[config.mk]
export PLATFORM = sky130hd
export DESIGN_NAME = max_collect
export DESIGN_NICKNAME = d
export VERILOG_FILES = /design/src/source/dna_pkg.sv /design/src/source/array_pkg.sv /design/src/source/max_collect.sv
export SDC_FILE = /design/constraint.sdc
export NUM_CORES = 1
export LEC_CHECK = 0
export BUFFER_PORTS_ARGS = -buffer_cell sky130_fd_sc_hd__buf_4
export CORE_AREA = 2 2 232 256
export DETAILED_ROUTE_END_ITERATION = 8
export DIE_AREA = 0 0 234 258
export GPL_TIMING_DRIVEN = 0
export PLACE_DENSITY_LB_ADDON = 0.08
export SYNTH_ARGS = -nofsm -noshare
export SYNTH_HDL_FRONTEND = slang
export SYNTH_SLANG_ARGS = --single-unit
[constraint.sdc]
create_clock -name clk -period 3.8 [get_ports clk]
set_input_delay 0 -clock clk [delete_from_list [all_inputs] [get_ports clk]]
set_output_delay 0 -clock clk [all_outputs]
set_load 0.1 [all_outputs]
[src/source/dna_pkg.sv]
// nucleotide encoding and the ASCII codes the decoders match against
// imported by every block that carries nucleotides
package dna_pkg;

  typedef enum logic [2:0] {
    NT_A,
    NT_C,
    NT_G,
    NT_T,
    NT_N  // anything that is not ACGT
  } nt_e;

  // lower case codes; upper case folds onto these by setting the case bit
  localparam logic [7:0] ASCII_CASE_BIT = 8'h20;
  localparam logic [7:0] ASCII_A = 8'h61;
  localparam logic [7:0] ASCII_C = 8'h63;
  localparam logic [7:0] ASCII_G = 8'h67;
  localparam logic [7:0] ASCII_T = 8'h74;

endpackage
[src/source/array_pkg.sv]
// sizes, score types and the structs shared by the alignment array
// the wave struct is what one element hands to the next each cycle
package array_pkg;

  localparam int NUM_PE          = 16;
  localparam int COLLECT_LAT     = $clog2(NUM_PE);  // one tree level per cycle
  localparam int REF_LEN_WIDTH   = 10;
  localparam int QUERY_LEN_WIDTH = 5;
  localparam int PE_WIDTH        = 10;

  typedef logic signed [PE_WIDTH-1:0] score_t;

  localparam score_t NEG_INF   = {1'b1, {(PE_WIDTH-1){1'b0}}};
  localparam score_t SCORE_MAX = {1'b0, {(PE_WIDTH-1){1'b1}}};

  typedef struct packed {
    score_t match;
    score_t mismatch;
    score_t n_score;
    score_t gap_open;    // cost of the first gap character
    score_t gap_extend;  // cost of each further one
  } score_param_t;

  typedef struct packed {
    logic reverse_ref;
    logic reverse_query;
    logic complement_ref;
    logic complement_query;
  } align_mode_t;

  typedef struct packed {
    score_t                   v;       // V of the sending row at this column
    score_t                   e;       // vertical gap score of the sending row
    score_t                   v_prev;  // V of the sending row one column back
    dna_pkg::nt_e             nt;
    logic [REF_LEN_WIDTH-1:0] ref_pos;
    logic                     valid;
  } wave_t;

  typedef struct packed {
    score_t                     score;
    logic [REF_LEN_WIDTH-1:0]   ref_pos;
    logic [QUERY_LEN_WIDTH-1:0] query_pos;
  } best_t;

  typedef enum logic [2:0] {
    IDLE,
    LOAD_QUERY,
    STREAM_REF,
    DRAIN,
    REDUCE,
    DONE
  } ctrl_state_e;

endpackage

[src/source/max_collect.sv]
// registered pairwise max tree over the per-element best cells
// ties go to the lower reference position, then the lower query position
module max_collect (
  input  logic                                    clk,
  input  logic                                    rst,
  input  logic                                    collect,
  input  array_pkg::best_t [array_pkg::NUM_PE-1:0] pe_best,
  output array_pkg::best_t                        best,
  output logic                                    best_valid
);
  import array_pkg::*;

  logic [COLLECT_LAT-1:0] vld_q;     // bit l set when level l holds a fresh result
  logic [COLLECT_LAT-1:0] level_en;

  function automatic best_t pick(best_t a, best_t b);
    if (a.score != b.score) return (a.score > b.score) ? a : b;
    if (a.ref_pos != b.ref_pos) return (a.ref_pos < b.ref_pos) ? a : b;
    return (a.query_pos <= b.query_pos) ? a : b;
  endfunction

  assign level_en = {vld_q[COLLECT_LAT-2:0], collect};

  always_ff @(posedge clk) begin
    if (rst) begin
      vld_q <= '0;
    end else begin
      vld_q <= level_en;
    end
  end

  for (genvar l = 0; l < COLLECT_LAT; l++) begin : g_level
    for (genvar n = 0; n < (NUM_PE >> (l + 1)); n++) begin : g_node
      best_t a;
      best_t b;
      best_t q;

      if (l == 0) begin : g_leaf
        assign a = pe_best[2*n];
        assign b = pe_best[2*n+1];
      end else begin : g_inner
        assign a = g_level[l-1].g_node[2*n].q;
        assign b = g_level[l-1].g_node[2*n+1].q;
      end

      // each level holds until its inputs are refreshed
      always_ff @(posedge clk) begin
        if (level_en[l]) begin
          q <= pick(a, b);
        end
      end
    end
  end

  assign best       = g_level[COLLECT_LAT-1].g_node[0].q;
  assign best_valid = vld_q[COLLECT_LAT-1];

endmodule

==> Word-level counts from Yosys, hierarchy flattened <==
Index checks and enable logic that the tools add are counted.
{ "classes": {"magnitude_cmp": 45, "n_eq_ne": 30, "mux": 180} }
{ "op_table": {"columns": ["operator", "n"], "rows": [
  ["25-bit two-way mux", 105],
  ["10-bit != test", 30],
  ["10-bit > comparator", 15],
  ["10-bit < comparator", 15],
  ["5-bit <= comparator", 15],
  ["1-bit two-way mux", 75]
]} }
{ "totals": {"reg_bits": 379, "out_inout_bits": 26} }

==> Logic depth before layout (Yosys ltp) <==
{ "logic_depth": {"depth_word": 7, "depth_mapped": 11, "depth_no_buf": 9} }

==> Worst setup path before layout <==
No wires, ideal clock.
{ "synth_timing": {"path_type": "register -> register", "from": "register vld_q[0]", "to": "register g_level[1].g_node[0].q[0] (netlist name) (enable)", "setup_ns": 0.468, "t_arrival_ns": 2.470, "required_time_ns": 3.332, "slack_ns": 0.862, "stages_incl_launch_ff": 1, "n_path_buf": 0, "period_less_slack_ns": 2.938, "cell_sequence": "dfxtp_1"} }
{ "synth_rtl": {"columns": ["element", "line_no", "source"], "rows": [
  ["from (decl)", "max_collect.sv:13", "logic [COLLECT_LAT-1:0] vld_q;"],
  ["from (signal assigned)", "max_collect.sv:28", "vld_q <= level_en;"],
  ["to (signal assigned)", "max_collect.sv:49", "q <= pick(a, b);"],
  ["to (decl)", "max_collect.sv:36", "best_t q;"]
]} }
No word-level cell between the ends.

==> Final worst setup path <==
{ "layout_timing": {"from": "input port pe_best[389] (netlist name)", "to": "register g_level[0].g_node[7].q[20] (netlist name) (data pin)"} }
{ "layout_via": {"elab_chain_cells": 6, "elab_cells_between_ends": 9} }
{ "layout_lines": {"columns": ["element", "line_no", "source"], "rows": [
  ["from (decl)", "max_collect.sv:7", "input array_pkg::best_t [array_pkg::NUM_PE-1:0] pe_best,"],
  ["branches (longest 4 deep; another with 10-bit < comparator)", null, null],
  ["25-bit two-way mux *", "max_collect.sv:19", "return (a.query_pos <= b.query_pos) ? a : b;"],
  ["25-bit two-way mux *", "max_collect.sv:18", "if (a.ref_pos != b.ref_pos) return (a.ref_pos < b.ref_pos) ? a : b;"],
  ["to (signal assigned)", "max_collect.sv:49", null],
  ["to (decl)", "max_collect.sv:36", null]
]} }
Every way passes the cells marked *. The select of a mux whose other input is x is not followed.
A chain may end at the register's enable or synchronous reset.

==> results.py <==
metrics = {
    "placed_design": {
        "place_hpwl_um": 61000,
        "dpl.cell_count": 3815,
        "place_area_um2": 32900,
        "place.gp.congestion": 0.875,
        "portBuffers": 428,
    },
    "final_layout": {
        "nets": 4321,
        "fin_util": 0.668,
        "syn2layout_area_growth_pct": 35.4,
        "drive_gt1_frac": 0.237,
        "finalNonFillerCells": 4337,
        "final_cell_area_um2": 38800,
    },
    "global_routing": {
        "grt_pass1_wl_um": 124000,
        "antenna_found_initial": 1,
        "grt-ovfl-total": 0,
        "grt_pass1_vias": 23900,
        "grt_max_degree": 104,
        "grt_usage": 0.259,
    },
    "power": {
        "powerDensity_nw_per_um2": 389,
        "p_leak_nw": 17.9,
        "ir_worst_vdd_mv": 0.277,
    },
    "route": {
        "drc_errors": 0,
        "drt-wirelength-per-cell_um": 18.3,
        "via_count": 23800,
        "postRouteWirelength_um": 79600,
        "drtIter0Drc": 1345,
        "drt_pass1_iterations": 5,
        "avgViaCountPerCell": 5.48,
        "ant_nets": 0,
    },
    "synth": {
        "post_synth_inst_count": 2624,
        "syn-num-nets": 3402,
        "avgSynthCellArea_um2": 10.9,
        "synth_warnings": 0,
        "yosysTopAreaCell": "edfxtp_1",
        "ys_types": 73,
        "ys_seq_area_frac": 0.396,
        "yosys-top-cells-area": "edfxtp_1, ha_1, mux2_2, inv_1, mux2_4",
        "ys_async_sr_fraction": 0,
        "synth_top_area_share": 0.393,
        "ys_ff_latch": 379,
        "yosysMostFrequentCell": "inv_1",
        "ys_top_cells_by_count": "inv_1, edfxtp_1, ha_1",
        "synth_area_um2": 28600,
        "ys.flop_type": "edfxtp_1",
        "synth_edf_count": 375,
    },
    "floorplanning": {
        "die_w_um": 234,
        "start_util": 0.493,
        "rows": 93,
        "pin_count": 429,
        "die_h_um": 258,
        "dieArea_um2": 60400,
        "core-area_um2": 58100,
    },
    "clock_network": {
        "clk_path_buf_depth": 3,
        "clock-sinks": 379,
        "htree_num_levels": 2,
        "clk_pin_slew_worst_paths_ns": 0.06,
        "cts_tree": "built",
        "insertion_delay_ns": 0.58,
        "numCtsBuffers": 42,
        "clock-root-buffer": "clkbuf_16",
    },
    "worst_setup_path": {
        "cp_slowest_stage_delay_ns": 0.60,
        "crit_slowest_cell": "dlygate4sd3_1",
        "crit_arrival_ns": 3.93,
        "rrSetupSlack_ns": 0.47,
        "setup.worst_path.start": "pe_best[389]",
        "crit_path_cell_trace": "dlygate4sd3_1, buf_4, inv_1, ha_1, a21oi_1, o21ai_0, nor3_4, buf_2, mux2_2, a222oi_1, dlygate4sd3_1, o21ai_0, dlygate4sd3_1",
        "cp.required_ns": 4.11,
        "worst-setup-path-type": "in2reg",
        "cp-end-kind": "flop",
        "crit_top_cell": "dlygate4sd3_1",
        "reg2reg_from": "g_level[0].g_node[7].q[19]",
        "startpoint_type": "input pin",
        "worstPathMaxFanout": 10,
    },
    "sta": {
        "setup_viol": 0,
        "worstMarginPinSlew_ns": 1.20,
        "hold_viol": 0,
        "finalMaxSlewViolations": 0,
        "clock_skew_ns": 0.0212,
        "fin_crit_sh": 0.952,
        "fmax_mhz": 276,
        "maxSlewHeadroom": 0.197,
        "fin_crit_ns": 3.62,
    },
    "run": {
        "cap_violations": 0,
    },
    "outcome": {
        "status": "complete, no violations",
    },
    "worst_hold_path": {
        "hold_class": "in2reg",
        "hp-start": "pe_best[353]",
    },
}
==> power breakdown <==
part           switching, mW  total [mW]  internal [mW]
Sequential             0.372        5.69           5.32
Combinational           2.36        5.15           2.79
Clock                   1.69        4.23           2.54
Total                   4.42        15.1           10.7
==> layer usage <==
layer / vias up / share of wire / GRT usage
met5: - / 0 / 0
met4: 0 / 0.025 / 0.0689
met3: 106 / 0.051 / 0.0361
met2: 640 / 0.48 / 0.436
met1: 11400 / 0.45 / 0.348
li1: 11600 / - / -
==> metrics by stage <==
stage | setup TNS [ns] | power, mW | hold WS [ns] | worst slack [ns]
detailed placement | 0 | 10.2 | 0.206 | 0.536
finish | 0 | 15.1 | 0.0531 | 0.183
global route | -0.000562 | 15.9 | 0.0541 | -0.000562
floorplan | 0 | 8.67 | 0.0716 | 0.862
global placement | 0 | 10.1 | 0.208 | 0.0274
CTS | 0 | 15.1 | 0.00409 | 0.0813
==> worst paths after layout <==
path | end | cells after the start
max | g_level[0].g_node[7].q[20] | 13
min | g_level[0].g_node[7].q[3] | 3
max reg2reg | g_level[1].g_node[3].q[22] | 10
min reg2reg | best[10] | 1
==> area by class of cell <==
type | count | area, µm²
Antenna cell | 1 | 2.50
Buffer | 68 | 452
Clock buffer | 47 | 1090
Clock inverter | 30 | 324
Fill cell | 4441 | 19300
Inverter | 431 | 1620
Multi-Input combinational cell | 1746 | 15300
Sequential cell | 379 | 11300
Tap cell | 760 | 951
Timing Repair Buffer | 875 | 7730
==> registers in the layout (all words and copies together), names as in the netlist <==
name,count
best,25
vld_q,4
g_level.g_node.q,350
==> critical path: cells and delay by family <==
| family | cells | cell delay, ns |
|---|---|---|
| fa+ha+maj | 1 | 0.31 |
| simple gates | 1 | 0.28 |
| compound gates | 4 | 0.74 |
| mux | 1 | 0.38 |
| buf+inv | 6 | 2.21 |
==> cell usage in the layout, fill, tap and decap left out, types with 9 or more instances in the layout <==
cell type      count
a22oi_1           36
nand4_1           66
a221o_1           56
nor3_1            26
mux2i_1           84
clkbuf_16         43
edfxtp_1         375
o211ai_1           9
o21ai_0           87
o32ai_1            9
mux2_2           204
a222oi_1          24
mux2_1            10
o22ai_1           29
nand2b_1          15
mux2_4            80
and4_1            17
nor2b_1           54
a21oi_1          121
buf_12             9
clkinv_2           9
a21boi_0           9
buf_2             17
buf_4            434
nand2_1           86
nand3_1           36
inv_1            431
clkbuf_1          34
nor2_1           129
ha_1             375
a211o_1           10
a211oi_1          18
clkinv_1          10
dlygate4sd3_1    439
or2_2              9
a21o_1            59
==> repair_timing <==
item | 4_1_cts | 5_1_grt
endpoints found under the hold margin | 228 | 0
setup endpoints to repair | 0 | 50
gates resized for setup | 0 | 14
setup buffers | 0 | 5
hold buffers | 439 | 0
==> cells by family after synthesis <==
| logic type | synth area share |
|---|---|
| AO/OA/AOI/OAI | 0.129 |
| adder cells (fa/ha/maj) | 0.164 |
| buffers and inverters | 0.0721 |
| flip-flops | 0.396 |
| multiplexers | 0.155 |
| AND/OR/NAND/NOR | 0.0839 |
No activity file was read; power rests on OpenSTA's default activity.
