## config.mk

```make
export PLATFORM = sky130hd
export DESIGN_NAME = nt_decode
export DESIGN_NICKNAME = d
export VERILOG_FILES = /design/src/source/dna_pkg.sv /design/src/source/nt_decode.sv
export SDC_FILE = /design/constraint.sdc
export NUM_CORES = 1
export LEC_CHECK = 0
export ABC_AREA = 1
export BUFFER_PORTS_ARGS = -buffer_cell sky130_fd_sc_hd__buf_4
export CAP_MARGIN = 20
export CORE_AREA = 2 2 39 41
export DETAILED_ROUTE_END_ITERATION = 16
export DIE_AREA = 0 0 41 43
export PLACE_DENSITY = 0.31
export SLEW_MARGIN = 0
export SYNTH_ARGS = -nofsm -noshare
export SYNTH_HDL_FRONTEND = slang
export SYNTH_SLANG_ARGS = --single-unit
export TNS_END_PERCENT = 20
```

## constraint.sdc

```tcl
create_clock -name vclk -period 0.8
set_input_delay 0.04 -clock vclk [all_inputs]
set_output_delay 0.04 -clock vclk [all_outputs]
set_load 0.005 [all_outputs]
```

## src/source/dna_pkg.sv

```systemverilog
// nucleotide encoding and the ASCII codes the decoders match against
// imported by every block that carries nucleotides
package dna_pkg;

  typedef enum logic [2:0] {
    NT_A,
    NT_C,
    NT_G,
    NT_T,
    NT_N  // anything that is not ACGT
  } nt_e;

  // lower case codes; upper case folds onto these by setting the case bit
  localparam logic [7:0] ASCII_CASE_BIT = 8'h20;
  localparam logic [7:0] ASCII_A = 8'h61;
  localparam logic [7:0] ASCII_C = 8'h63;
  localparam logic [7:0] ASCII_G = 8'h67;
  localparam logic [7:0] ASCII_T = 8'h74;

endpackage
```

## src/source/nt_decode.sv

```systemverilog
// combinational ASCII to nucleotide decode with optional complement
// case insensitive, anything outside ACGT becomes N
module nt_decode (
  input  logic [7:0]   ascii,
  input  logic         complement,
  output dna_pkg::nt_e nt
);
  import dna_pkg::*;

  logic [7:0] folded;
  nt_e        base;

  assign folded = ascii | ASCII_CASE_BIT;  // only 'A'/'a' etc can land on a letter code

  always_comb begin
    case (folded)
      ASCII_A: base = NT_A;
      ASCII_C: base = NT_C;
      ASCII_G: base = NT_G;
      ASCII_T: base = NT_T;
      default: base = NT_N;
    endcase
  end

  always_comb begin
    if (!complement) begin
      nt = base;
    end else begin
      case (base)
        NT_A:    nt = NT_T;
        NT_T:    nt = NT_A;
        NT_C:    nt = NT_G;
        NT_G:    nt = NT_C;
        default: nt = NT_N;
      endcase
    end
  end

endmodule

```

# Word level (Yosys, flattened, before mapping)
# Index checks and enable logic that the tools add are counted.
[totals]
out_inout_bits = 3
inputBits = 9
regBits = 0
[classes]
mux = 3
reduce_logical = 1
n_eq_ne = 7
[op_table]
columns = ["operator", "n"]
rows = [
  ["7-bit by 6-bit == test with 1-bit output (second input constant)", 4],
  ["3-bit case mux with 4 select lines", 2],
  ["3-bit by 2-bit == test with 1-bit output (second input constant)", 2],
  ["3-bit by 1-bit == test with 1-bit output (second input constant)", 1],
  ["3-bit logical NOT", 1],
  ["3-bit 2-to-1 mux", 1],
]

# Depth between registers and ports, before layout
# Gate-level depths: netlist of run 1.
[depth]
ltp_word = 5
ltp_mapped = 7
depth_no_buf = 7

# Worst setup path after synthesis of run 1
# OpenSTA, ideal clock, no wires.
[synth_path]
kind = "input to output"
startpoint = "in ascii[4]"
endpoint = "out nt[1]"
arrival_ns = 0.478
path_buffers = 0
path_slack_ns = 0.282
path_stages = 7
cell_sequence = "inv_1 -> nand2_1 -> nor2_2 -> nand2_1 -> nand2_1 -> nand2_1 -> nand2_1"
[synth_between]
elab_chain_cells = 5
elab_cells_between_ends = 11
classes_between = "7 x eq/ne; 3 x mux; 1 x reduce/logical"
[synth_lines]
columns = ["element", "line", "rtl"]
rows = [
  ["start: declaration", "nt_decode.sv:4", "input logic [7:0] ascii,"],
  ["7-bit by 6-bit == test with 1-bit output", "nt_decode.sv:16", "case (folded)"],
  ["3-bit case mux with 4 select lines *", "nt_decode.sv:16", ""],
  ["3-bit by 2-bit == test with 1-bit output (tied with other cells)", "nt_decode.sv:29", "case (base)"],
  ["3-bit case mux with 4 select lines", "nt_decode.sv:29", ""],
  ["3-bit 2-to-1 mux *", "nt_decode.sv:26", "if (!complement) begin"],
  ["end: declaration", "nt_decode.sv:6", "output dna_pkg::nt_e nt"],
]
# Mark *: on every way between the ends. The rest lies on a longest branch, timed or not.

# Worst setup path after layout of run 1
# Same ends and word-level chain as after synthesis.

==> run_results.csv, run 1 <==
group,metric,value,unit
status,status,"completed",
hold_path,hold_class,"input pin to output port",
logic_synthesis,synth_area,127.6,um2
logic_synthesis,synth_most_common_cell,"nand2_1",
logic_synthesis,ys_types,5,
global_route,grtUsageMet1,0.05063,
place,portBuffers,11,
cells_and_area,area_growth,105.9,%
route,drt_iter0_drc,0,
cells_and_area,fillerInstances,165,
logic_synthesis,ys_seq_area_frac,0,
hold_path,min_from,"complement",
cells_and_area,n_antenna_cell,0,
route,drt-wirelength-per-cell,5.917,um
power,p_leak,0.1554,nW
setup_path,worstPathArrival,0.72,ns
setup_path,critPathRequiredTime,0.76,ns
timing,drv_slew,0,
floorplan,core,0.001384,mm2
place,hpwlAfterDp,320.6,um
timing,period_minus_slack,0.7643,ns
floorplan,fp.dieH,43,um
floorplan,io_pins,12,
setup_path,worstPathMaxFanout,3,
run,drv_cap,0,
route,wirelength,355,um
timing,tightest_slew,0.1249,ns
route,num_vias,202,
global_route,grt_pass1_wl,469,um
timing,finalSetupViolCount,0,
logic_synthesis,yosys-top-cells-area,"nand2_1 (56%), nor2_1 (21%), inv_1 (15%)",
cells_and_area,nets,55,
logic_synthesis,post_synth.cell_area_avg,3.867,um2
route,detail_route.drc_violations,0,
timing,post-route-worst-setup-slack,0.03569,ns
global_route,grt_use_met2,0.05625,
floorplan,die_x,41,um
global_route,grt_pass1_vias,149,
cells_and_area,multiInputGateArea,133.9,um2
floorplan,initial_core_util,0.09222,
global_route,use_met3,0,
floorplan,die-area,0.001763,mm2
global_route,grt_use_total,0.03397,
place,dpl_worst_slack,0.004019,ns
timing,maxSlewHeadroom,0.9165,
global_route,busiest_layer,"met2",
logic_synthesis,netlist.area_leader.share,0.5588,
place,dp.cells,60,
cells_and_area,seq_cells,0,
logic_synthesis,synth_commonest_cells,"nand2_1 (19), nor2_1 (7), inv_1 (5), nand3_1 (1), nor2_2 (1)",
global_route,overflow,0,
route,viasPerCell,3.367,
place,dpl_cell_area,230.2,um2
timing,max_freq,1.308,GHz
cells_and_area,drive_gt1_frac,0.5227,
timing,finalHoldViolations,0,
place,globalplace.congestion,0.5849,
global_route,grt_max_degree,4,
setup_path,endpoint_kind,"output port",
route,first_pass_iters,1,
cells_and_area,final_cells,60,
timing,rsz0062_at_grt,"yes",
cells_and_area,seqCellArea,0,um2
logic_synthesis,synthCells,33,
power,p_total,0.08059,mW
global_route,antenna_found_initial,0,
setup_path,startpoint,"ascii[4]",
power,vdd_ir_drop_max,0.1104,mV
setup_path,start_kind,"input pin",
logic_synthesis,synth_fp_nets,42,
route,drtAntennaViolNets,0,
logic_synthesis,synth.largest_area_cell,"nand2_1",
timing,period_share,0.9554,
cells_and_area,final_area,262.8,um2
setup_path,setup.worst_path.class,"input pin to output port",
power,p_per_area,306.7,mW/mm2
cells_and_area,clock_buffers,0,
logic_synthesis,synth_warnings,0,
floorplan,fp-row-count,14,
per-stage QoR:
| step | hold slack (ns) | util | TNS [ns] |
|---|---|---|---|
| after floorplan | 0.1761 | - | 0 |
| after global placement | 0.3700 | 0.1664 | -0.0005195 |
| after detailed placement | 0.3730 | 0.1664 | 0 |
| after CTS | 0.3741 | 0.1664 | 0 |
| after global routing | 0.3899 | 0.1899 | -0.08332 |
| final | 0.3631 | 0.1899 | 0 |
cells in the final DEF (no fill, tap or decap):
| cell | count |
|---|---|
| nand2_1 | 12 |
| nor2_4 | 1 |
| nor2_2 | 1 |
| buf_4 | 9 |
| inv_1 | 2 |
| buf_6 | 2 |
| nand3_1 | 1 |
| nor2_1 | 6 |
| inv_2 | 3 |
| nand2_2 | 7 |
cell families (layout without fill, tap and decap cells):
family                 after synthesis  in the layout  share of synthesized area
AND/OR/NAND/NOR                     28             28                     0.8530
buffers and inverters                5             16                     0.1471
routing by layer:
layer	part of all wire	vias to the layer above	wire (um)
li1	-	117	-
met1	0.41	79	147
met2	0.47	6	168
met3	0.11	0	39
met4	0	0	0
met5	0	-	0
what timing repair did:
action,CTS,global route
setup endpoints to repair,0,3
hold buffers,0,0
setup buffers,0,0
gates resized for setup,0,14
critical path, cell delays in order:
cell and delay, ns:
buf_6 0.09, inv_2 0.04, nand2_2 0.06, nor2_4 0.14
nand2_2 0.07, nand2_2 0.07, nand2_1 0.04, nand2_1 0.07
buf_6 0.09
where the power goes:
part           internal (mW)  switching (mW)  total [mW]
Sequential                 0               0           0
Clock                      0               0           0
Combinational         0.0430          0.0375      0.0806
Total                 0.0430          0.0375      0.0806
path summary, 6_finish.rpt:
check | end | cells past startpoint
worst max-delay path | nt[1] | 9
worst min-delay path | nt[1] | 4
cell type report:
class              instances  share of cell area
inverters                  5             0.07143
multi-input cells         28              0.5095
well taps                 16             0.07619
repair buffers            11              0.3429
Power figures use the tool's default switching activity.
==> run 2: changes to the inputs <==
- SETUP_SLACK_MARGIN: default -> 0.3
- clock period: 0.8 -> 0.95 ns (I/O delays scaled with it)
==> run 2 against run 1 <==
Setup slack better by 0.17 ns. Die area unchanged. First-iteration DRC count grew 2.
==> run_results.csv, run 2 (synthesis results as in run 1) <==
group,metric,value,unit
route,viasPerCell,3.567,
global_route,grt_use_total,0.04496,
place,dpl_cell_area,230.2,um2
cells_and_area,final_cells,60,
power,p_sw_frac,0.4600,
power,p_leak,0.1579,nW
route,drtAntennaViolNets,0,
timing,period_share,0.7854,
timing,finalHoldViolations,0,
place,dp.cells,60,
global_route,grt_pass1_vias,181,
timing,period_minus_slack,0.7461,ns
place,portBuffers,11,
route,wirelength,346,um
power,clock_power_share,0,
setup_path,crit_top_cell,"nand2_1",
global_route,overflow,0,
power,p_int,0.04074,mW
floorplan,die_x,41,um
cells_and_area,area_growth,119.6,%
floorplan,die-area,0.001763,mm2
global_route,grt_pass1_wl,621,um
cells_and_area,clock_buffers,0,
floorplan,core,0.001384,mm2
cells_and_area,final_area,280.3,um2
timing,maxSlewHeadroom,0.9184,
floorplan,initial_core_util,0.09222,
run,drv_cap,0,
place,hpwlAfterDp,313.6,um
route,detail_route.drc_violations,0,
cells_and_area,final_cell_mix,"nand2_1 (10), nand2_2 (9), buf_4 (7), nor2_1 (5), buf_6 (4)",
cts,postCtsSetupRepairBufs,0,
timing,finalSetupViolCount,0,
timing,max_freq,1.340,GHz
cells_and_area,seq_cells,0,
power,combPwrFrac,1.000,
setup_path,cp_slowest_cell,"nor2_1",
route,num_vias,214,
global_route,grt_max_degree,4,
floorplan,fp.dieH,43,um
place,globalplace.congestion,0.5827,
status,status,"completed",
cells_and_area,fillerInstances,177,
hold_path,hold_class,"input pin to output port",
route,drt_iter0_drc,2,
floorplan,fp-row-count,14,
power,switchingPower,0.03471,mW
route,first_pass_iters,2,
setup_path,setup.worst_path.class,"input pin to output port",
timing,tns,0,ns
setup_path,crit_chain,"buf_6 > inv_4 > nand2_2 > nor2_1 > nand2_2 > nand2_1 > nand2_1 > nand2_1 > buf_6",
setup_path,worstPathMaxFanout,2,
power,vdd_ir_drop_max,0.1022,mV
setup_path,endpoint_kind,"output port",
timing,hold_ws,0.3647,ns
setup_path,critPathRequiredTime,0.90,ns
timing,tightest_slew,0.1221,ns
cells_and_area,utilization,0.2025,
timing,drv_slew,0,
cells_and_area,n_antenna_cell,0,
power,pwr-share-seq,0,
power,p_per_area,269.2,mW/mm2
setup_path,worstPathArrival,0.70,ns
cells_and_area,drive_gt1_frac,0.6136,
global_route,antenna_found_initial,0,
cells_and_area,seqCellArea,0,um2
timing,rsz0062_at_grt,"yes",
cells_and_area,final_common_cell,"nand2_1",
floorplan,io_pins,12,
setup_path,critPathMaxStageDelay,0.12,ns
route,drt-wirelength-per-cell,5.767,um
cells_and_area,nets,55,
cts,postCtsHoldBufs,0,
setup_path,start_kind,"input pin",
-- run 2: cell types whose count changed in the layout (fill, tap and decap cells not counted), moves of 2 or more --
cell and delta:
nand2_1 -2, buf_4 -2, buf_6 +2, nand2_2 +2
-- run 2: repair_timing --
action,4_1_cts,5_1_grt
setup endpoints to repair,3,3
pin swaps,15,11
resized for setup,13,8
endpoints found under the hold margin,0,0
gates cloned,0,0
-- run 2: final cells by class --
| cell class | instances | area [um2] | area share |
|---|---|---|---|
| tap | 16 | 20.02 | 0.07143 |
| multi-input combinational | 28 | 141.4 | 0.5045 |
| timing repair buffer | 11 | 97.59 | 0.3482 |
| inverter | 5 | 21.27 | 0.07589 |
-- run 2: final timing paths --
kind | startpoint | endpoint | slack, ns | cells after the start
worst max-delay path | ascii[3] | nt[0] | 0.20 | 9
worst min-delay path | complement | nt[1] | 0.36 | 4
-- run 2: critical path: cells and delay by family --
kind	cells	cell delay, ns
simple gates	6	0.43
buf+inv	3	0.23
-- run 2: routing by layer --
metal | share of wire | vias up | wire length (um) | GRT usage
li1 | - | 118 | - | -
met1 | 0.38 | 90 | 133 | 0.06329
met2 | 0.52 | 6 | 179 | 0.07813
met3 | 0.098 | 0 | 34 | 0
met4 | 0 | 0 | 0 | 0
met5 | 0 | - | 0 | 0
-- run 2: power by group through the flow --
stage / clock network (mW) / registers (mW) / logic (mW)
2_1_floorplan: 0 / 0 / 0.0204
3_3_place_gp: 0 / 0 / 0.0574
3_5_place_dp: 0 / 0 / 0.0565
4_1_cts: 0 / 0 / 0.0679
5_1_grt: 0 / 0 / 0.0844
6_report: 0 / 0 / 0.0755
-- run 2: through the flow --
step | power (mW) | setup WS [ns]
finish | 0.07545 | 0.2039
floorplan | 0.02040 | 0.4171
CTS | 0.06788 | 0.1674
detailed placement | 0.05651 | 0.1469
global placement | 0.05740 | 0.1345
global route | 0.08442 | 0.1065
