<file path="src/source/dna_pkg.sv">
// nucleotide encoding and the ASCII codes the decoders match against
// imported by every block that carries nucleotides
package dna_pkg;

  typedef enum logic [2:0] {
    NT_A,
    NT_C,
    NT_G,
    NT_T,
    NT_N  // anything that is not ACGT
  } nt_e;

  // lower case codes; upper case folds onto these by setting the case bit
  localparam logic [7:0] ASCII_CASE_BIT = 8'h20;
  localparam logic [7:0] ASCII_A = 8'h61;
  localparam logic [7:0] ASCII_C = 8'h63;
  localparam logic [7:0] ASCII_G = 8'h67;
  localparam logic [7:0] ASCII_T = 8'h74;

endpackage
</file>
<file path="src/source/array_pkg.sv">
// sizes, score types and the structs shared by the alignment array
// the wave struct is what one element hands to the next each cycle
package array_pkg;

  localparam int NUM_PE          = 16;
  localparam int COLLECT_LAT     = $clog2(NUM_PE);  // one tree level per cycle
  localparam int REF_LEN_WIDTH   = 10;
  localparam int QUERY_LEN_WIDTH = 5;
  localparam int PE_WIDTH        = 10;

  typedef logic signed [PE_WIDTH-1:0] score_t;

  localparam score_t NEG_INF   = {1'b1, {(PE_WIDTH-1){1'b0}}};
  localparam score_t SCORE_MAX = {1'b0, {(PE_WIDTH-1){1'b1}}};

  typedef struct packed {
    score_t match;
    score_t mismatch;
    score_t n_score;
    score_t gap_open;    // cost of the first gap character
    score_t gap_extend;  // cost of each further one
  } score_param_t;

  typedef struct packed {
    logic reverse_ref;
    logic reverse_query;
    logic complement_ref;
    logic complement_query;
  } align_mode_t;

  typedef struct packed {
    score_t                   v;       // V of the sending row at this column
    score_t                   e;       // vertical gap score of the sending row
    score_t                   v_prev;  // V of the sending row one column back
    dna_pkg::nt_e             nt;
    logic [REF_LEN_WIDTH-1:0] ref_pos;
    logic                     valid;
  } wave_t;

  typedef struct packed {
    score_t                     score;
    logic [REF_LEN_WIDTH-1:0]   ref_pos;
    logic [QUERY_LEN_WIDTH-1:0] query_pos;
  } best_t;

  typedef enum logic [2:0] {
    IDLE,
    LOAD_QUERY,
    STREAM_REF,
    DRAIN,
    REDUCE,
    DONE
  } ctrl_state_e;

endpackage

</file>
<file path="src/source/array_ctrl.sv">
// job sequencer for the array: query load, reference stream, drain and reduce
// drives both memory read addresses and feeds the head of the element chain
module array_ctrl (
  input  logic                                 clk,
  input  logic                                 rst,
  input  logic                                 start,
  input  logic [array_pkg::REF_LEN_WIDTH-1:0]   ref_length,
  input  logic [array_pkg::QUERY_LEN_WIDTH-1:0] query_length,
  input  array_pkg::align_mode_t               mode,
  input  dna_pkg::nt_e                         ref_nt,
  input  logic                                 best_valid,
  output logic [array_pkg::REF_LEN_WIDTH-1:0]   ref_rd_addr,
  output logic [array_pkg::QUERY_LEN_WIDTH-1:0] query_rd_addr,
  output logic [array_pkg::NUM_PE-1:0]          load_sel,
  output array_pkg::wave_t                     ref_wave,
  output logic                                 complement_ref,
  output logic                                 complement_query,
  output logic                                 collect,
  output logic                                 done
);
  import array_pkg::*;

  ctrl_state_e                state;
  logic [REF_LEN_WIDTH-1:0]   cnt;  // phase counter, shared by all phases
  logic [REF_LEN_WIDTH-1:0]   ref_len_q;
  logic [QUERY_LEN_WIDTH-1:0] query_len_q;
  align_mode_t                mode_q;
  logic                       last_query;
  logic                       last_ref;
  logic                       last_drain;

  assign last_query = (cnt == REF_LEN_WIDTH'(query_len_q));
  assign last_ref   = (cnt == ref_len_q);
  assign last_drain = (cnt == REF_LEN_WIDTH'(NUM_PE - 1));

  always_ff @(posedge clk) begin
    if (rst) begin
      state    <= IDLE;
      cnt      <= '0;
      load_sel <= '0;
    end else begin
      case (state)
        IDLE: begin
          if (start) begin
            ref_len_q     <= ref_length;
            query_len_q   <= query_length;
            mode_q        <= mode;
            query_rd_addr <= mode.reverse_query ? query_length - 1'b1 : '0;
            cnt           <= '0;
            load_sel      <= '0;
            state         <= LOAD_QUERY;
          end
        end

        LOAD_QUERY: begin
          // data lags the address by a cycle, so the strobe lags too
          if (last_query) begin
            load_sel    <= '0;
            cnt         <= '0;
            ref_rd_addr <= mode_q.reverse_ref ? ref_len_q - 1'b1 : '0;
            state       <= STREAM_REF;
          end else begin
            load_sel      <= (cnt == '0) ? {{(NUM_PE-1){1'b0}}, 1'b1} : load_sel << 1;
            cnt           <= cnt + 1'b1;
            query_rd_addr <= mode_q.reverse_query ? query_rd_addr - 1'b1
                                                  : query_rd_addr + 1'b1;
          end
        end

        STREAM_REF: begin
          if (last_ref) begin
            cnt   <= '0;
            state <= DRAIN;
          end else begin
            cnt         <= cnt + 1'b1;
            ref_rd_addr <= mode_q.reverse_ref ? ref_rd_addr - 1'b1 : ref_rd_addr + 1'b1;
          end
        end

        DRAIN: begin
          // last column needs NUM_PE cycles to clear the chain
          if (last_drain) begin
            cnt   <= '0;
            state <= REDUCE;
          end else begin
            cnt <= cnt + 1'b1;
          end
        end

        REDUCE: begin
          if (best_valid) begin
            state <= DONE;
          end
        end

        DONE: state <= IDLE;

        default: state <= IDLE;
      endcase
    end
  end

  // row zero of the matrix: V = 0, gap = -inf
  assign ref_wave = '{
    v:       '0,
    e:       NEG_INF,
    v_prev:  '0,
    nt:      ref_nt,
    ref_pos: cnt,  // 1-based once data is valid
    valid:   (state == STREAM_REF) && (cnt != '0)
  };

  assign complement_ref   = mode_q.complement_ref;
  assign complement_query = mode_q.complement_query;
  assign collect          = (state == DRAIN) && last_drain;
  assign done             = (state == DONE);

endmodule

</file>
<file path="config.mk">
export PLATFORM = sky130hd
export DESIGN_NAME = array_ctrl
export DESIGN_NICKNAME = d
export VERILOG_FILES = /design/src/source/dna_pkg.sv /design/src/source/array_pkg.sv /design/src/source/array_ctrl.sv
export SDC_FILE = /design/constraint.sdc
export NUM_CORES = 1
export LEC_CHECK = 0
export ABC_AREA = 1
export BUFFER_PORTS_ARGS = -buffer_cell sky130_fd_sc_hd__buf_2
export CAP_MARGIN = 20
export CORE_ASPECT_RATIO = 2
export CORE_UTILIZATION = 57
export DETAILED_ROUTE_END_ITERATION = 10
export PLACE_DENSITY = 0.86
export SLEW_MARGIN = 25
export SYNTH_ARGS = -nofsm -noshare
export SYNTH_HDL_FRONTEND = slang
export SYNTH_SLANG_ARGS = --single-unit
</file>
<file path="constraint.sdc">
create_clock -name clk -period 4.23 [get_ports clk]
set_input_delay 0.2115 -clock clk [delete_from_list [all_inputs] [get_ports clk]]
set_output_delay 0.2115 -clock clk [all_outputs]
set_load 0.05 [all_outputs]
</file>
Yosys cells after proc, flatten, opt, wreduce, memory -nomap -nowiden. Cells that the tools add are included.

$add $sub $neg: 7. $mul: 0. Divide/modulo/power cells: 0. Magnitude comparators: 0. Eq/ne operators: 15. Shift operators: 0. Mux-type cells: 25. Bitwise logic cells: 1. Reduce and logical (&&, ||, !) cells: 14.

Operators by type and width (count): 10-bit 2-to-1 mux (8); 16-bit 2-to-1 mux (3); 10-bit case mux with 4 select lines (1); 16-bit case mux with 2 select lines (1); 10-bit by 1-bit adder with 10-bit output (second input constant) (2); 5-bit 2-to-1 mux (4); 10-bit case mux with 2 select lines (1); 10-bit by 1-bit subtractor with 10-bit output (second input constant) (2); 3-bit 2-to-1 mux (5); 3-bit case mux with 5 select lines (1); 2-bit inequality test (second input constant) (7); 10-bit == test (1); 10-bit by 4-bit == test with 1-bit output (second input constant) (1); 10-bit by 5-bit == test with 1-bit output (1); 10-bit zero test (1); 5-bit case mux with 2 select lines (1); 10-bit nonzero test (1); 5-bit by 1-bit subtractor with 5-bit output (second input constant) (2); 4-bit AND reduction (2); 3-bit by 2-bit == test with 1-bit output (second input constant) (2); 3-bit == test (second input constant) (2); 5-bit by 1-bit adder with 5-bit output (second input constant) (1); 5-bit AND reduction (1); 2-bit AND reduction (2); 7 further kinds (9).

Register bits: 63. Bits in latches: 0. Bits in writable memories: 0. ROM bits: 0. Logic and storage cells: 73. Memories: 0.

Longest topological paths before layout.
Word-level depth: 4. Gate-level depth with buffers: 13.

Worst setup path after synthesis. OpenSTA, ideal clock, no wires.

Path kind: register to output. Start: register cnt[0]. End: output collect. Arrival time: 2.782 ns. Setup slack: 1.236 ns. Stages on the path, launching flop included: 6. Path buffers: 0. Cell sequence: dfxtp_1 ha_1 nand2_1 nor2_1 nand3b_1 nor4_1.

Longest elaborated chain between the ends: 2.

RTL lines: start, declared (line array_ctrl.sv:24) `logic [REF_LEN_WIDTH-1:0] cnt;`; start signal, assigned (line array_ctrl.sv:64) `cnt <= cnt + 1'b1;`; start signal, assigned (line array_ctrl.sv:75) `cnt <= cnt + 1'b1;`; start signal, assigned (line array_ctrl.sv:86) `cnt <= cnt + 1'b1;`; 10-bit by 4-bit == test with 1-bit output (line array_ctrl.sv:34) `assign last_drain = (cnt == REF_LEN_WIDTH'(NUM_PE - 1));`; 1-bit logical AND (line array_ctrl.sv:115) `assign collect = (state == DRAIN) && last_drain;`; end, declared (line array_ctrl.sv:18) `output logic collect,`.

No other way between the ends.

==> results.json <==
{
  "cp_data_required_time_ps": 4020,
  "drc": 0,
  "wirelength_mm": 8.62,
  "track_usage_pct": 26.9,
  "final_cell_mix": "106 x nand2_1, 68 x buf_2, 55 x inv_1",
  "antenna_cells": 0,
  "min_from": "ref_length[6]",
  "synth_cell_types": 42,
  "numPortBuffers": 68,
  "synth_cells": 470,
  "cts_resized": 0,
  "cts_tree": "yes",
  "drt-initial-drc-count": 193,
  "finalNetCount": 578,
  "fin_crit_sh_pct": 57.6,
  "gp_congestion": 0.889,
  "final_cells": 628,
  "grt_max_degree": 25,
  "post_drt_via_cell_ratio": 5.28,
  "initial_core_util_pct": 58.8,
  "rows": 42,
  "finalSetupViolCount": 0,
  "core_mm2": 0.00657,
  "maxSlewHeadroom_pct": 42.1,
  "critPathKind": "register to output port",
  "switchingPower_mw": 1.16,
  "wl_per_cell_um": 13.7,
  "endpoint": "ref_wave[0]",
  "ys_warn_count": 0,
  "period_minus_slack_ps": 2440,
  "rrSetupSlack_ps": 2060,
  "clkTransAtPathRegs_ps": 50,
  "clockRootBuffer": "clkbuf_16",
  "crit_fanout": 17,
  "crit_arrival_ps": 2230,
  "die_h_um": 118,
  "cts_hold_buf": 0,
  "power_leakage_nw": 2.06,
  "combPwrFrac_pct": 42.3,
  "maxCapViolCount": 0,
  "finalPower_mw": 2.68,
  "synth_edf_count": 34,
  "fmax_mhz": 410,
  "routed-via-count": 3318,
  "die_w_um": 60.2,
  "worst_slew_pin_slew_ps": 865,
  "syn_to_final_growth_pct": 14.0,
  "grt_pass1_vias": 3128,
  "htreeDepth": 3,
  "post-place-cells": 612,
  "synth.avg_cell_area_um2": 8.22,
  "antenna_found_initial": 0,
  "finalSetupTns_ps": 0,
  "ant_nets": 0,
  "hpwl_mm": 6.58,
  "ys_ff_latch": 63,
  "overflow": 0,
  "power_density_mw_per_mm2": 608,
  "ys_async_sr_fraction_pct": 0,
  "yosys_most_used_dff": "edfxtp_1",
  "netlist_area_mm2": 0.00386,
  "cts.path.max_buffers": 2,
  "cts_setup_buffers": 0,
  "fillCellCount": 548,
  "finClkSkew_ps": 5.72,
  "internal-power_mw": 1.51,
  "yosysSeqAreaShare_pct": 41.5,
  "drt-pass1-iter-count": 5,
  "switching_share_pct": 43.4,
  "hp-class": "primary input to register",
  "reg2reg_depth": 9,
  "crit_path_end_kind": "output port",
  "grt_pass1_wl_mm": 14.3,
  "final_common_cell": "nand2_1",
  "die_area_mm2": 0.00713,
  "rsz0062_at_grt": "false",
  "reg2reg_to": "ref_rd_addr[8]$_DFFE_PP_",
  "cts_made_buffers": 9,
  "p_clk_share_pct": 25.1,
  "maxSlewViolCount": 0,
  "pwr-share-seq_pct": 32.6,
  "status": "completed",
  "cts.sinks": 63,
  "cp-startpoint": "cnt[1]$_SDFFE_PP0P_",
  "r2r_start": "mode_q[3]$_DFFE_PP_",
  "crit_path_start_kind": "register",
  "clock_latency_ps": 330,
  "drive_above_1_share_pct": 18.1,
  "pin_count": 105,
  "final-hold-violation-count": 0,
  "ir_drop_mv": 0.499
}
-- worst max-delay path: stages, from the launching register on --
cell and delay (ps):
dfxtp_1 360, inv_1 170, ha_1 170, nand4_1 110
nor2_1 690, nor2_1 130, buf_2 260
-- power groups by stage --
stage	registers (mW)	logic (mW)	clock network [mW]
5_1_grt	0.882	1.24	0.706
2_1_floorplan	1.05	0.734	0
3_3_place_gp	0.877	1.08	0
4_1_cts	0.872	1.12	0.682
3_5_place_dp	0.882	1.11	0
6_report	0.871	1.13	0.672
-- layout make-up --
type | count | area [um2] | share of cell area (%)
Inverter | 61 | 230 | 5.23
Tap cell | 88 | 110 | 2.50
Clock inverter | 4 | 20.0 | 0.455
Sequential cell | 63 | 1600 | 36.4
Multi-Input combinational cell | 331 | 1840 | 41.7
Timing Repair Buffer | 69 | 348 | 7.90
Clock buffer | 12 | 256 | 5.83
-- cells in the mapped netlist, types with 7 or more instances --
library cell | instances | share of area [%]
nor2_1 | 27 | 2.6
buf_4 | 35 | 6.8
edfxtp_1 | 34 | 26
xnor2_1 | 8 | 1.8
nor3_1 | 8 | 1.0
ha_1 | 15 | 4.9
nand3_1 | 11 | 1.4
nand2_1 | 106 | 10
inv_1 | 55 | 5.3
dfxtp_1 | 29 | 15
o21ai_0 | 16 | 2.1
o22ai_1 | 8 | 1.3
a21oi_1 | 28 | 3.6
nand4_1 | 10 | 1.6
nand3b_1 | 18 | 3.5
o21ai_1 | 7 | 0.91
xor2_1 | 15 | 3.4
-- cell families after synthesis --
group / Yosys count / share of synthesized area, %
AO/OA/AOI/OAI: 71 / 10.4
buffers and inverters: 104 / 13.8
flip-flops: 63 / 41.5
other: 2 / 0.194
XOR/XNOR: 23 / 5.22
adder cells (fa/ha/maj): 17 / 5.90
AND/OR/NAND/NOR: 190 / 23.0
-- per-layer routing --
layer,vias up,wire length [um],GRT usage (%)
met5,-,0,0
met4,0,272,13.4
met3,21,403,7.44
met2,109,4930,46.8
met1,1559,3020,27.8
li1,1629,-,-
-- how the worst min path moves through the flow --
stage	end	slack, ps	cells past startpoint
after detailed placement	ref_len_q[0]$_DFFE_PP_	390	1
after global routing	ref_len_q[0]$_DFFE_PP_	40	1
after CTS	ref_len_q[6]$_DFFE_PP_	40	1
final	ref_len_q[6]$_DFFE_PP_	50	1
after floorplan	complement_query$_DFFE_PP_	310	0
after global placement	complement_ref$_DFFE_PP_	390	1
-- state kept, by name (all words and copies together), names as in the netlist --
| register | cells |
|---|---|
| complement_ref | 1 |
| query_len_q | 5 |
| state | 3 |
| ref_rd_addr | 10 |
| cnt | 10 |
| ref_len_q | 10 |
| complement_query | 1 |
| query_rd_addr | 5 |
| load_sel | 16 |
| mode_q | 2 |
-- stage by stage --
| stage | setup WS, ps | hold slack, ps | util, % | instance area [um2] |
|---|---|---|---|---|
| floorplan | 1240 | 310 | - | 3970 |
| global placement | 2140 | 388 | 62.8 | 4130 |
| detailed placement | 2070 | 390 | 62.8 | 4130 |
| CTS | 1790 | 40.0 | 67.0 | 4400 |
| global route | 1630 | 41.8 | 67.0 | 4400 |
| finish | 1790 | 50.9 | 67.0 | 4400 |
(Power assumes the default switching activity.)
