File: src/source/dna_pkg.sv
// nucleotide encoding and the ASCII codes the decoders match against
// imported by every block that carries nucleotides
package dna_pkg;

  typedef enum logic [2:0] {
    NT_A,
    NT_C,
    NT_G,
    NT_T,
    NT_N  // anything that is not ACGT
  } nt_e;

  // lower case codes; upper case folds onto these by setting the case bit
  localparam logic [7:0] ASCII_CASE_BIT = 8'h20;
  localparam logic [7:0] ASCII_A = 8'h61;
  localparam logic [7:0] ASCII_C = 8'h63;
  localparam logic [7:0] ASCII_G = 8'h67;
  localparam logic [7:0] ASCII_T = 8'h74;

endpackage
File: src/source/array_pkg.sv
// sizes, score types and the structs shared by the alignment array
// the wave struct is what one element hands to the next each cycle
package array_pkg;

  localparam int NUM_PE          = 16;
  localparam int COLLECT_LAT     = $clog2(NUM_PE);  // one tree level per cycle
  localparam int REF_LEN_WIDTH   = 10;
  localparam int QUERY_LEN_WIDTH = 5;
  localparam int PE_WIDTH        = 10;

  typedef logic signed [PE_WIDTH-1:0] score_t;

  localparam score_t NEG_INF   = {1'b1, {(PE_WIDTH-1){1'b0}}};
  localparam score_t SCORE_MAX = {1'b0, {(PE_WIDTH-1){1'b1}}};

  typedef struct packed {
    score_t match;
    score_t mismatch;
    score_t n_score;
    score_t gap_open;    // cost of the first gap character
    score_t gap_extend;  // cost of each further one
  } score_param_t;

  typedef struct packed {
    logic reverse_ref;
    logic reverse_query;
    logic complement_ref;
    logic complement_query;
  } align_mode_t;

  typedef struct packed {
    score_t                   v;       // V of the sending row at this column
    score_t                   e;       // vertical gap score of the sending row
    score_t                   v_prev;  // V of the sending row one column back
    dna_pkg::nt_e             nt;
    logic [REF_LEN_WIDTH-1:0] ref_pos;
    logic                     valid;
  } wave_t;

  typedef struct packed {
    score_t                     score;
    logic [REF_LEN_WIDTH-1:0]   ref_pos;
    logic [QUERY_LEN_WIDTH-1:0] query_pos;
  } best_t;

  typedef enum logic [2:0] {
    IDLE,
    LOAD_QUERY,
    STREAM_REF,
    DRAIN,
    REDUCE,
    DONE
  } ctrl_state_e;

endpackage

File: src/source/score_pe.sv
// one processing element: holds a query character and evaluates the
// affine-gap local recurrence for every reference column passing through
module score_pe #(
  parameter int PE_INDEX = 0  // query row is PE_INDEX + 1
) (
  input  logic                    clk,
  input  logic                    rst,
  input  array_pkg::score_param_t params,
  input  logic                    load,
  input  dna_pkg::nt_e            query_nt,
  input  array_pkg::wave_t        wave_in,
  output array_pkg::wave_t        wave_out,
  output array_pkg::best_t        best
);
  import array_pkg::*;
  import dna_pkg::*;

  typedef logic signed [PE_WIDTH+1:0] wide_t;

  score_param_t             params_q;
  nt_e                      q_nt;
  logic                     loaded;  // loaded for a job whose stream has not arrived yet
  logic                     active;
  score_t                   e_row;   // E(i, j-1)
  score_t                   v_q;     // doubles as V(i, j-1) for the next column
  score_t                   f_q;
  score_t                   v_prev_q;
  nt_e                      nt_q;
  logic [REF_LEN_WIDTH-1:0] pos_q;
  logic                     valid_q;
  best_t                    best_q;
  score_t                   sub;
  score_t                   e_new;
  score_t                   f_new;
  score_t                   diag;
  score_t                   v_new;

  function automatic score_t sat_add(score_t a, score_t b);
    wide_t sum;
    sum = wide_t'(a) + wide_t'(b);
    if (sum < wide_t'(NEG_INF)) return NEG_INF;
    if (sum > wide_t'(SCORE_MAX)) return SCORE_MAX;
    return score_t'(sum);
  endfunction

  function automatic score_t max2(score_t a, score_t b);
    return (a > b) ? a : b;
  endfunction

  always_comb begin
    if (q_nt == NT_N || wave_in.nt == NT_N) begin
      sub = params_q.n_score;
    end else if (q_nt == wave_in.nt) begin
      sub = params_q.match;
    end else begin
      sub = params_q.mismatch;
    end
    e_new = max2(sat_add(v_q, params_q.gap_open), sat_add(e_row, params_q.gap_extend));
    f_new = max2(sat_add(wave_in.v, params_q.gap_open), sat_add(wave_in.e, params_q.gap_extend));
    diag  = sat_add(wave_in.v_prev, sub);
    v_new = max2(max2(e_new, f_new), max2(diag, '0));  // local, clamp at zero
  end

  // first column of a job decides whether this row takes part
  always_ff @(posedge clk) begin
    if (rst) begin
      loaded  <= 1'b0;
      active  <= 1'b0;
      valid_q <= 1'b0;
    end else begin
      valid_q <= wave_in.valid;
      if (load) begin
        loaded <= 1'b1;
      end else if (wave_in.valid && wave_in.ref_pos == REF_LEN_WIDTH'(1)) begin
        active <= loaded;
        loaded <= 1'b0;
      end
    end
  end

  always_ff @(posedge clk) begin
    if (load) begin
      params_q <= params;
      q_nt     <= query_nt;
      e_row    <= NEG_INF;  // column zero boundary
      v_q      <= '0;
      best_q   <= '0;
    end else if (wave_in.valid) begin
      v_q      <= v_new;
      f_q      <= f_new;
      v_prev_q <= v_q;
      nt_q     <= wave_in.nt;
      pos_q    <= wave_in.ref_pos;
      e_row    <= e_new;
      if (v_new > best_q.score) begin  // strict, earliest column wins a tie
        best_q <= '{score: v_new, ref_pos: wave_in.ref_pos,
                    query_pos: QUERY_LEN_WIDTH'(PE_INDEX + 1)};
      end
    end
  end

  assign wave_out = '{v: v_q, e: f_q, v_prev: v_prev_q, nt: nt_q, ref_pos: pos_q, valid: valid_q};

  assign best = active ? best_q : '{score: NEG_INF, ref_pos: '0, query_pos: '0};

endmodule

File: config.mk
export PLATFORM = sky130hd
export DESIGN_NAME = score_pe
export DESIGN_NICKNAME = d
export VERILOG_FILES = /design/src/source/dna_pkg.sv /design/src/source/array_pkg.sv /design/src/source/score_pe.sv
export SDC_FILE = /design/constraint.sdc
export NUM_CORES = 1
export LEC_CHECK = 0
export ABC_AREA = 1
export BUFFER_PORTS_ARGS = -buffer_cell sky130_fd_sc_hd__buf_2
export CAP_MARGIN = 25
export CORE_ASPECT_RATIO = 1.4
export CORE_MARGIN = 2
export CORE_UTILIZATION = 35
export DETAILED_ROUTE_END_ITERATION = 16
export PLACE_DENSITY_LB_ADDON = 0.2
export REMOVE_ABC_BUFFERS = 1
export SLEW_MARGIN = 20
export SYNTH_ARGS = -nofsm -noshare
export SYNTH_HDL_FRONTEND = slang
export SYNTH_SLANG_ARGS = --single-unit
File: constraint.sdc
create_clock -name clk -period 7.96 [get_ports clk]
set_input_delay 1.194 -clock clk [delete_from_list [all_inputs] [get_ports clk]]
set_output_delay 1.194 -clock clk [all_outputs]
set_load 0.03 [all_outputs]
# Yosys cells after proc, flatten, opt, wreduce, memory -nomap -nowiden
# Index checks and enable logic that the tools add are counted.
# W data, S select, Z words.
[op_classes]
n_lt_le_gt_ge = 16
addsub = 5
n_mul = 0
n_mux = 45
n_reduce_logical = 6
div = 0
bitwise = 1
eq_ne = 4
shift = 0
[ops]
columns = ["cell", "count"]
rows = [
  ["$mux W10", 27],
  ["$add A10 B10 Y11", 5],
  ["$gt A11 B10 Y1 const B", 5],
  ["$lt A11 B10 Y1 const B", 5],
  ["$gt A10 B10 Y1", 5],
  ["$mux W25", 1],
  ["$mux W1", 17],
  ["$eq A10 B1 Y1 const B", 1],
  ["$gt A10 B1 Y1 const B", 1],
  ["$eq A3 B3 Y1 const B", 2],
  ["$reduce_and A2 Y1", 3],
  ["$eq A3 B3 Y1", 1],
  ["$reduce_bool A2 Y1", 1],
  ["$logic_and A1 B1 Y1", 1],
  ["$logic_or A1 B1 Y1", 1],
  ["$not A1 Y1", 1],
]
[totals]
latchBits = 0
memories = 0
out_inout_bits = 69
mem_bits_ro = 0
ramBits = 0
reg_bits = 130

# Depth between registers and ports, before layout
# Gate-level depths: netlist of the first run.
[depth]
ltp_word = 15
ltp_mapped = 69
ltp_nobuf = 65

# Worst setup path before layout of the first run
# Ideal clock, no wire load.
[synth_timing]
path_kind = "input -> register"
startpoint = "in wave_in[34] (netlist bit)"
endpoint = "reg best_q[16] (netlist bit)"
n_path_buf = 4
setup_slack_ns = -0.276
stages = 63
required_time_ns = 7.851
setup_time_ns = 0.109
arrival_ns = 8.127
path_cell_list = "ha_1 -> inv_1 -> fa_1 -> inv_1 -> nand3_1 -> nand3_1 -> nand2_1 -> nand2_2 -> inv_1 -> nand2_4 -> inv_1 -> a21oi_1 -> ha_1 -> inv_1 -> nor2_1 -> o21ai_0 -> nand2_1 -> nand2_1 -> [27 not listed] -> nand2_1 -> a21oi_1 -> a31oi_1 -> nand3_2 -> nand2_1 -> nand2_2 -> ha_1 -> a21oi_1 -> nor2_1 -> a211oi_1 -> o21ai_0 -> a221oi_1 -> o21ai_0 -> nand2_1 -> clkbuf_1 -> a21oi_1 -> nand2_1 -> inv_1"
[synth_via]
elab_chain_cells = 14
elab_cells_between_ends = 17
cone_classes = "1 x add/sub; 6 x order compare; 9 x mux; 1 x reduce/logical"
[synth_lines]
columns = ["element", "line", "text"]
rows = [
  ["start, declared", "score_pe.sv:11", "input array_pkg::wave_t wave_in,"],
  ["$add A10 B10 Y11 (*)", "score_pe.sv:40", "sum = wide_t'(a) + wide_t'(b);"],
  ["$gt A11 B10 Y1", "score_pe.sv:42", "if (sum > wide_t'(SCORE_MAX)) return SCORE_MAX;"],
  ["$mux W1 (2 in a row)", "score_pe.sv:42", ""],
  ["$mux W10", "score_pe.sv:43", "return score_t'(sum);"],
  ["$mux W10 (*)", "score_pe.sv:42", ""],
  ["$gt A10 B10 Y1", "score_pe.sv:47", "return (a > b) ? a : b;"],
  ["$mux W10 (*)", "score_pe.sv:47", ""],
  ["named net f_new[8]", "score_pe.sv:34", "score_t f_new;"],
  ["$gt A10 B10 Y1", "score_pe.sv:47", ""],
  ["$mux W10 (*)", "score_pe.sv:47", ""],
  ["$gt A10 B10 Y1", "score_pe.sv:47", ""],
  ["$mux W10 (*)", "score_pe.sv:47", ""],
  ["named net v_new[1]", "score_pe.sv:36", "score_t v_new;"],
  ["$gt A10 B10 Y1", "score_pe.sv:95", "if (v_new > best_q.score) begin"],
  ["$reduce_and A2 Y1 (no source line)", "--", ""],
  ["end signal, assigned", "score_pe.sv:96", "best_q <= '{score: v_new, ref_pos: wave_in.ref_pos,"],
  ["end, declared", "score_pe.sv:31", "best_t best_q;"],
]
# The timed path passes the listed nets; every way through them passes the cells marked *. The select of a mux whose other input is x is not followed.
# A chain may end at the register's enable or synchronous reset.

# Worst setup path in the final report of the first run
[layout_timing]
startpoint = "in wave_in[34] (netlist bit)"
endpoint = "reg best_q[15] (netlist bit)"
[layout_via]
elab_chain_cells = 14
elab_cells_between_ends = 17
cone_classes = "1 x add/sub; 6 x order compare; 9 x mux; 1 x reduce/logical"
[layout_lines]
columns = ["element", "line"]
rows = [
  ["$add A10 B10 Y11 (*)", "score_pe.sv:40"],
  ["$gt A11 B10 Y1", "score_pe.sv:42"],
  ["$mux W1 (2 in a row)", "score_pe.sv:42"],
  ["$mux W10", "score_pe.sv:43"],
  ["$mux W10 (*)", "score_pe.sv:42"],
  ["$gt A10 B10 Y1", "score_pe.sv:47"],
  ["$mux W10 (*)", "score_pe.sv:47"],
  ["named net f_new[9]", "score_pe.sv:34"],
  ["$gt A10 B10 Y1", "score_pe.sv:47"],
  ["$mux W10 (*)", "score_pe.sv:47"],
  ["$gt A10 B10 Y1", "score_pe.sv:47"],
  ["$mux W10 (*)", "score_pe.sv:47"],
  ["named net v_new[2]", "score_pe.sv:36"],
  ["$gt A10 B10 Y1 (*)", "score_pe.sv:95"],
  ["$reduce_and A2 Y1 (no source line) (*)", "--"],
]
# Marked as above.

==> results of run 1 <==
-- state kept, by name, summed over array words and instances (netlist names) --
| signal | cells |
|---|---|
| loaded | 1 |
| active | 1 |
| q_nt | 3 |
| nt_q | 3 |
| e_row | 10 |
| pos_q | 10 |
| valid_q | 1 |
| best_q | 21 |
| v_prev_q | 10 |
| params_q | 50 |
| v_q | 10 |
| f_q | 10 |
-- logic make-up (layout without fill, tap and decap cells) --
family,Yosys count,in the layout
adders and majority gates,101,101
xor gates and xnor gates,39,39
DFF,130,130
buffers and inverters,224,588
AOI/OAI and AO/OA,163,163
other,1,5
and+or+nand+nor,575,576
-- per-stage QoR --
| step | setup slack (ps) | cells | utilization, % |
|---|---|---|---|
| finish | 179 | 1967 | 52.1 |
| floorplan | -1500 | 1207 | - |
| global route | -383 | 1967 | 52.1 |
| CTS | 5.90 | 1921 | 46.4 |
| global placement | -771 | 1883 | 43.7 |
| detailed placement | -997 | 1883 | 43.7 |
-- path summary, 6_finish.rpt --
kind,end,slack [ps],depth (start not counted),start
min reg2reg,best_q[6],490,2,best_q[6]
min,best_q[6],490,2,best_q[6]
max,best_q[15],180,59,wave_in[34]
max reg2reg,best_q[15],260,57,params_q[19]
-- placed cells by master (no fill, tap or decap), drive strengths merged --
cell type / Yosys / routed
clkinv: 1 / 5
nor2: 88 / 88
inv: 193 / 200
a21oi: 77 / 77
buf: 17 / 360
ha: 96 / 96
o21ai: 49 / 49
a22oi: 1 / 1
a31oi: 18 / 18
clkinvlp: 0 / 2
nand3: 61 / 61
conb: 1 / 5
dfxtp: 44 / 44
nor4: 2 / 2
xor2: 25 / 25
o21a: 5 / 5
nand4: 29 / 29
clkbuf: 13 / 20
edfxtp: 86 / 86
nor3: 7 / 7
and3: 1 / 1
or2: 1 / 1
nand2: 386 / 387
fa: 5 / 5
o41ai: 1 / 1
a22o: 4 / 4
a211oi: 2 / 2
bufinv: 0 / 1
a221oi: 1 / 1
a21boi: 2 / 2
xnor2: 14 / 14
o21bai: 2 / 2
o211ai: 1 / 1
-- layout make-up --
class / count / area (µm²)
timing repair inverter: 1 / 5.00
sequential: 130 / 3460
multi-input combinational: 884 / 6310
tap: 365 / 457
clock buffer: 19 / 454
inverter: 194 / 746
timing repair buffer: 361 / 2370
fill: 2513 / 12800
clock inverter: 13 / 124
-- per-layer routing --
layer  part of all wire, %  vias to the layer above  GRT usage (%)
met4                   3.3                        0           7.15
met1                    40                     4232           20.9
met2                    54                      176           38.0
met5                     0                        -              0
li1                      -                     4741              -
met3                   2.6                       53           2.34
-- repair_timing --
| item | 4_1_cts | 5_1_grt |
|---|---|---|
| endpoints found under the setup margin | 21 | 21 |
| pin swaps | 3 | 67 |
| gates cloned | 0 | 3 |
| hold buffers | 0 | 0 |
| gates resized for setup | 37 | 256 |
| setup buffers | 6 | 43 |
-- worst register-to-register path: cells and delay by family (launching register included) --
kind | cells | cell delay [ps]
and+or+nand+nor | 32 | 3060
DFF | 1 | 440
buffers and inverters | 10 | 900
AOI/OAI and AO/OA | 10 | 1610
adders and majority gates | 5 | 1580
==> results.md, run 1 <==
- Synth area leader: edfxtp_1
- Ant diodes: 0
- Latest clock arrival within the worst-skew pair: 430 ps
- Drt total wl: 28100 µm
- Worst Skew: 12.4 ps
- Clock slew at reported path FFs: 60 ps
- Area of the die: 28300 µm²
- Max FO, Critical Path: 8
- Initial DRC count: 332
- XOR/XNOR Fraction of Synth Area: 3.62%
- Total CTS buffers: 17
- Simple-gate share of the synthesized area: 26.9%
- CP peak stage delay: 400 ps
- Top cells by area, synth: edfxtp_1 27%, nand2_1 14%, ha_1 13%
- Most frequent cells after synthesis: 359 x nand2_1, 190 x inv_1, 96 x ha_1, 86 x edfxtp_1, 80 x nor2_1
- P&R area growth vs syn: 47.4%
- MaxCap Viol Count: 0
- Vias: 9202
- Clk sink count: 130
- CTS max path bufs: 2
- Drt wl/cell: 14.3 µm
- CP max stage cell: fa_2
- Fmax: 0.129 GHz
- Bufs and invs on worst path: 11
- Synth Area in Compound Gates: 9.50%
- Hold_ws: 487 ps
- Core area: 26700 µm²
- Synth top area share: 27.3%
- Synth warnings: 0
- Final instance area: 13900 µm²
- Kind of critical path: input pin to flip-flop
- Die height: 198 µm
- RSZ-0062 raised after global routing: yes
- H-tree lvl count: 4
- Initial Utilization: 35.3%
- Die width: 143 µm
- Vias in the first global route: 8987
- DRC: 0
- Number of flops mapped to enable cells by yosys: 86
- Fin. max-slew vios: 0
- Outcome: finished, final reports clean
- Synth unique cells: 45
- GPL Wtd Cong: 0.907
- Syn avg cell area: 7.66 µm²
- Critical Path RT: 8290 ps
- Row count: 71
- Crit. End Element: flip-flop
- Vias per cell: 4.68
- Worst min path class: flip-flop to flip-flop
- Minimum clock period: 7780 ps
- Aggregate global-route resource usage: 19.4%
- First-pass GRT wire length: 42700 µm
- Cell mode on critical path: nand2_1
- Io pins: 169
- Synth Area in Adders: 13.8%
- Initial antenna violation count: 0
- Worst-Margin Slew: 772 ps
- Period utilization: 97.7%
- Main synth FF type: edfxtp_1
- Setup_tns: 0 ps
- Mapped Cells: 1233
- Proportion of layout cells with a drive suffix above 1: 39.9%
- Worst rel slew slack: 48.5%
- Post-synthesis register bit count: 130
- Crit start category: input pin
- Mapped Area: 9450 µm²
- Sequential fraction of the synthesis area: 36.7%
- Final ANT Viol Nets: 0
- Placed cell area: 11700 µm²
- Final-report hold violation count: 0
- PortBufs: 164
- Asr flop ratio synth: 0%
- Critical path data arrival time: 8110 ps
- DR pass1 iterations: 6
- Delay-heaviest family, CP: simple AND/OR/NAND/NOR gates
- Final net count: 1790
- Dpl hpwl: 21600 µm
- Largest family of logic cells by synthesized area: simple AND/OR/NAND/NOR gates
- Clk root buf: clkbuf_16
- Largest net degree at the start of global routing: 50
- Count leader, synth: nand2_1
- Post-synthesis mux area share: 0%
- Final setup fails: 0
- CTS tree: yes
- GR Overflow Total: 0
Power of run 1 is not shown: default switching activity piles up to over one toggle a cycle in this logic, so the estimate is an artifact.
==> run 2: changes to the inputs <==
Settings changed: CORE_MARGIN 2 to 5, GPL_TIMING_DRIVEN set to 0.
==> results.md, run 2 (same netlist as run 1, synthesis figures left out) <==
- Outcome: finished, violations left
- Failing checks: setup timing
- Critical path data arrival time: 8450 ps
- Largest net degree at the start of global routing: 48
- Initial DRC count: 389
- Dpl hpwl: 20400 µm
- Multi-input logic area: 6680 µm²
- Largest reg by FF count: params_q
- Clk root buf: clkbuf_16
- Row count: 71
- Final-report hold violation count: 0
- Period utilization: 102%
- DRC: 0
- P&R area growth vs syn: 44.6%
- Latest clock arrival within the worst-skew pair: 420 ps
- Final ANT Viol Nets: 0
- Layout fillers: 2483
- Placed cell area: 10700 µm²
- Setup_tns: -2970 ps
- Final instance area: 13700 µm²
- Met1 Track Usage GR: 18.2%
- Vias per cell: 4.77
- Initial Utilization: 35.3%
- MaxCap Viol Count: 0
- Ant diodes: 0
- Die height: 204 µm
- Worst Skew: 10.1 ps
- Initial antenna violation count: 0
- Proportion of layout cells with a drive suffix above 1: 38.3%
- Placed Cells: 1739
- Finished Layout Cells: 1870
- Cell mode on critical path: nand2_1
- CTS max path bufs: 2
- Most frequent cells in the layout: 292 x nand2_1, 169 x inv_1, 162 x buf_2
- Worst-Margin Slew: 816 ps
- Sequential Area: 3460 µm²
- Crit. End Element: flip-flop
- Kind of critical path: input pin to flip-flop
- Drt wl/cell: 14.9 µm
- Final net count: 1693
- Largest regs: params_q x50, best_q x21
- Crit start category: input pin
- Clock slew at reported path FFs: 60 ps
- Total CTS buffers: 17
- Minimum clock period: 8150 ps
- Core area: 26700 µm²
- Critical Path RT: 8260 ps
- Worst min path class: flip-flop to flip-flop
- PortBufs: 164
- Worst rel slew slack: 45.5%
- Area of the die: 30400 µm²
- Die width: 149 µm
- CTS tree: yes
- Aggregate global-route resource usage: 17.4%
- Drt total wl: 27800 µm
- GR Layer Usage met2: 34.7%
- Fin. max-slew vios: 0
- GPL Wtd Cong: 0.863
- CP peak stage delay: 290 ps
- First-pass GRT wire length: 42000 µm
- Fmax: 0.123 GHz
- Most common library cell in the layout ignoring fill and taps: nand2_1
- DR pass1 iterations: 4
- Post-route setup slack: -187 ps
- Final setup fails: 21
- Vias in the first global route: 8761
- Vias: 8918
- Clk sink count: 130
- Io pins: 169
- Grt met3 use: 2.22%
- CP max stage cell: ha_4
- H-tree lvl count: 4
- Largest register FFs: 50
- Max FO, Critical Path: 8
- GR peak layer: met2
- GR Overflow Total: 0
- RSZ-0062 raised after global routing: yes
## run 2: final timing paths
kind               start    endpoint  slack [ps]  cells after the start
max          wave_in[31]  best_q[11]        -190                     58
min            best_q[0]   best_q[0]         490                      2
max reg2reg  params_q[6]  best_q[11]         -20                     55
min reg2reg    best_q[0]   best_q[0]         490                      2
## run 2: metrics by stage
| step | hold WS (ps) | util, % | setup WS [ps] |
|---|---|---|---|
| floorplan | 432 | - | -1500 |
| global placement | 447 | 39.5 | -3880 |
| detailed placement | 460 | 39.9 | -3690 |
| CTS | 483 | 46.6 | -4.13 |
| global route | 517 | 51.1 | -559 |
| finish | 494 | 51.1 | -187 |
## run 2: layout make-up
type	instances	share of cell area (%)
Clock buffer	19	3.32
Clock inverter	13	0.888
Inverter	194	5.70
Multi-Input combinational cell	887	48.9
Sequential cell	130	25.4
Tap cell	365	3.34
Timing Repair Buffer	261	12.4
Timing Repair inverter	1	0.0549
## run 2: per-layer routing
metal,up-vias,wire (µm)
met4,0,950
met5,-,0
met3,52,930
met1,4130,10400
met2,181,15500
li1,4555,-
## run 2: worst max-delay path: cells and delay by family
kind                     cells  cell delay [ps]
AND/OR/NAND/NOR             29             2840
AO/OA/AOI/OAI               12             1600
adder cells (fa/ha/maj)      5             1370
buffers and inverters       12             1420
## run 2: timing repair
item,CTS,global route
cloned,4,1
pin swaps,46,80
endpoints found under the hold margin,0,0
gates resized for setup,181,168
buffers inserted,57,39
hold buffers,0,0
endpoints found under the setup margin,30,21
Power of run 2 is left out for the same reason.
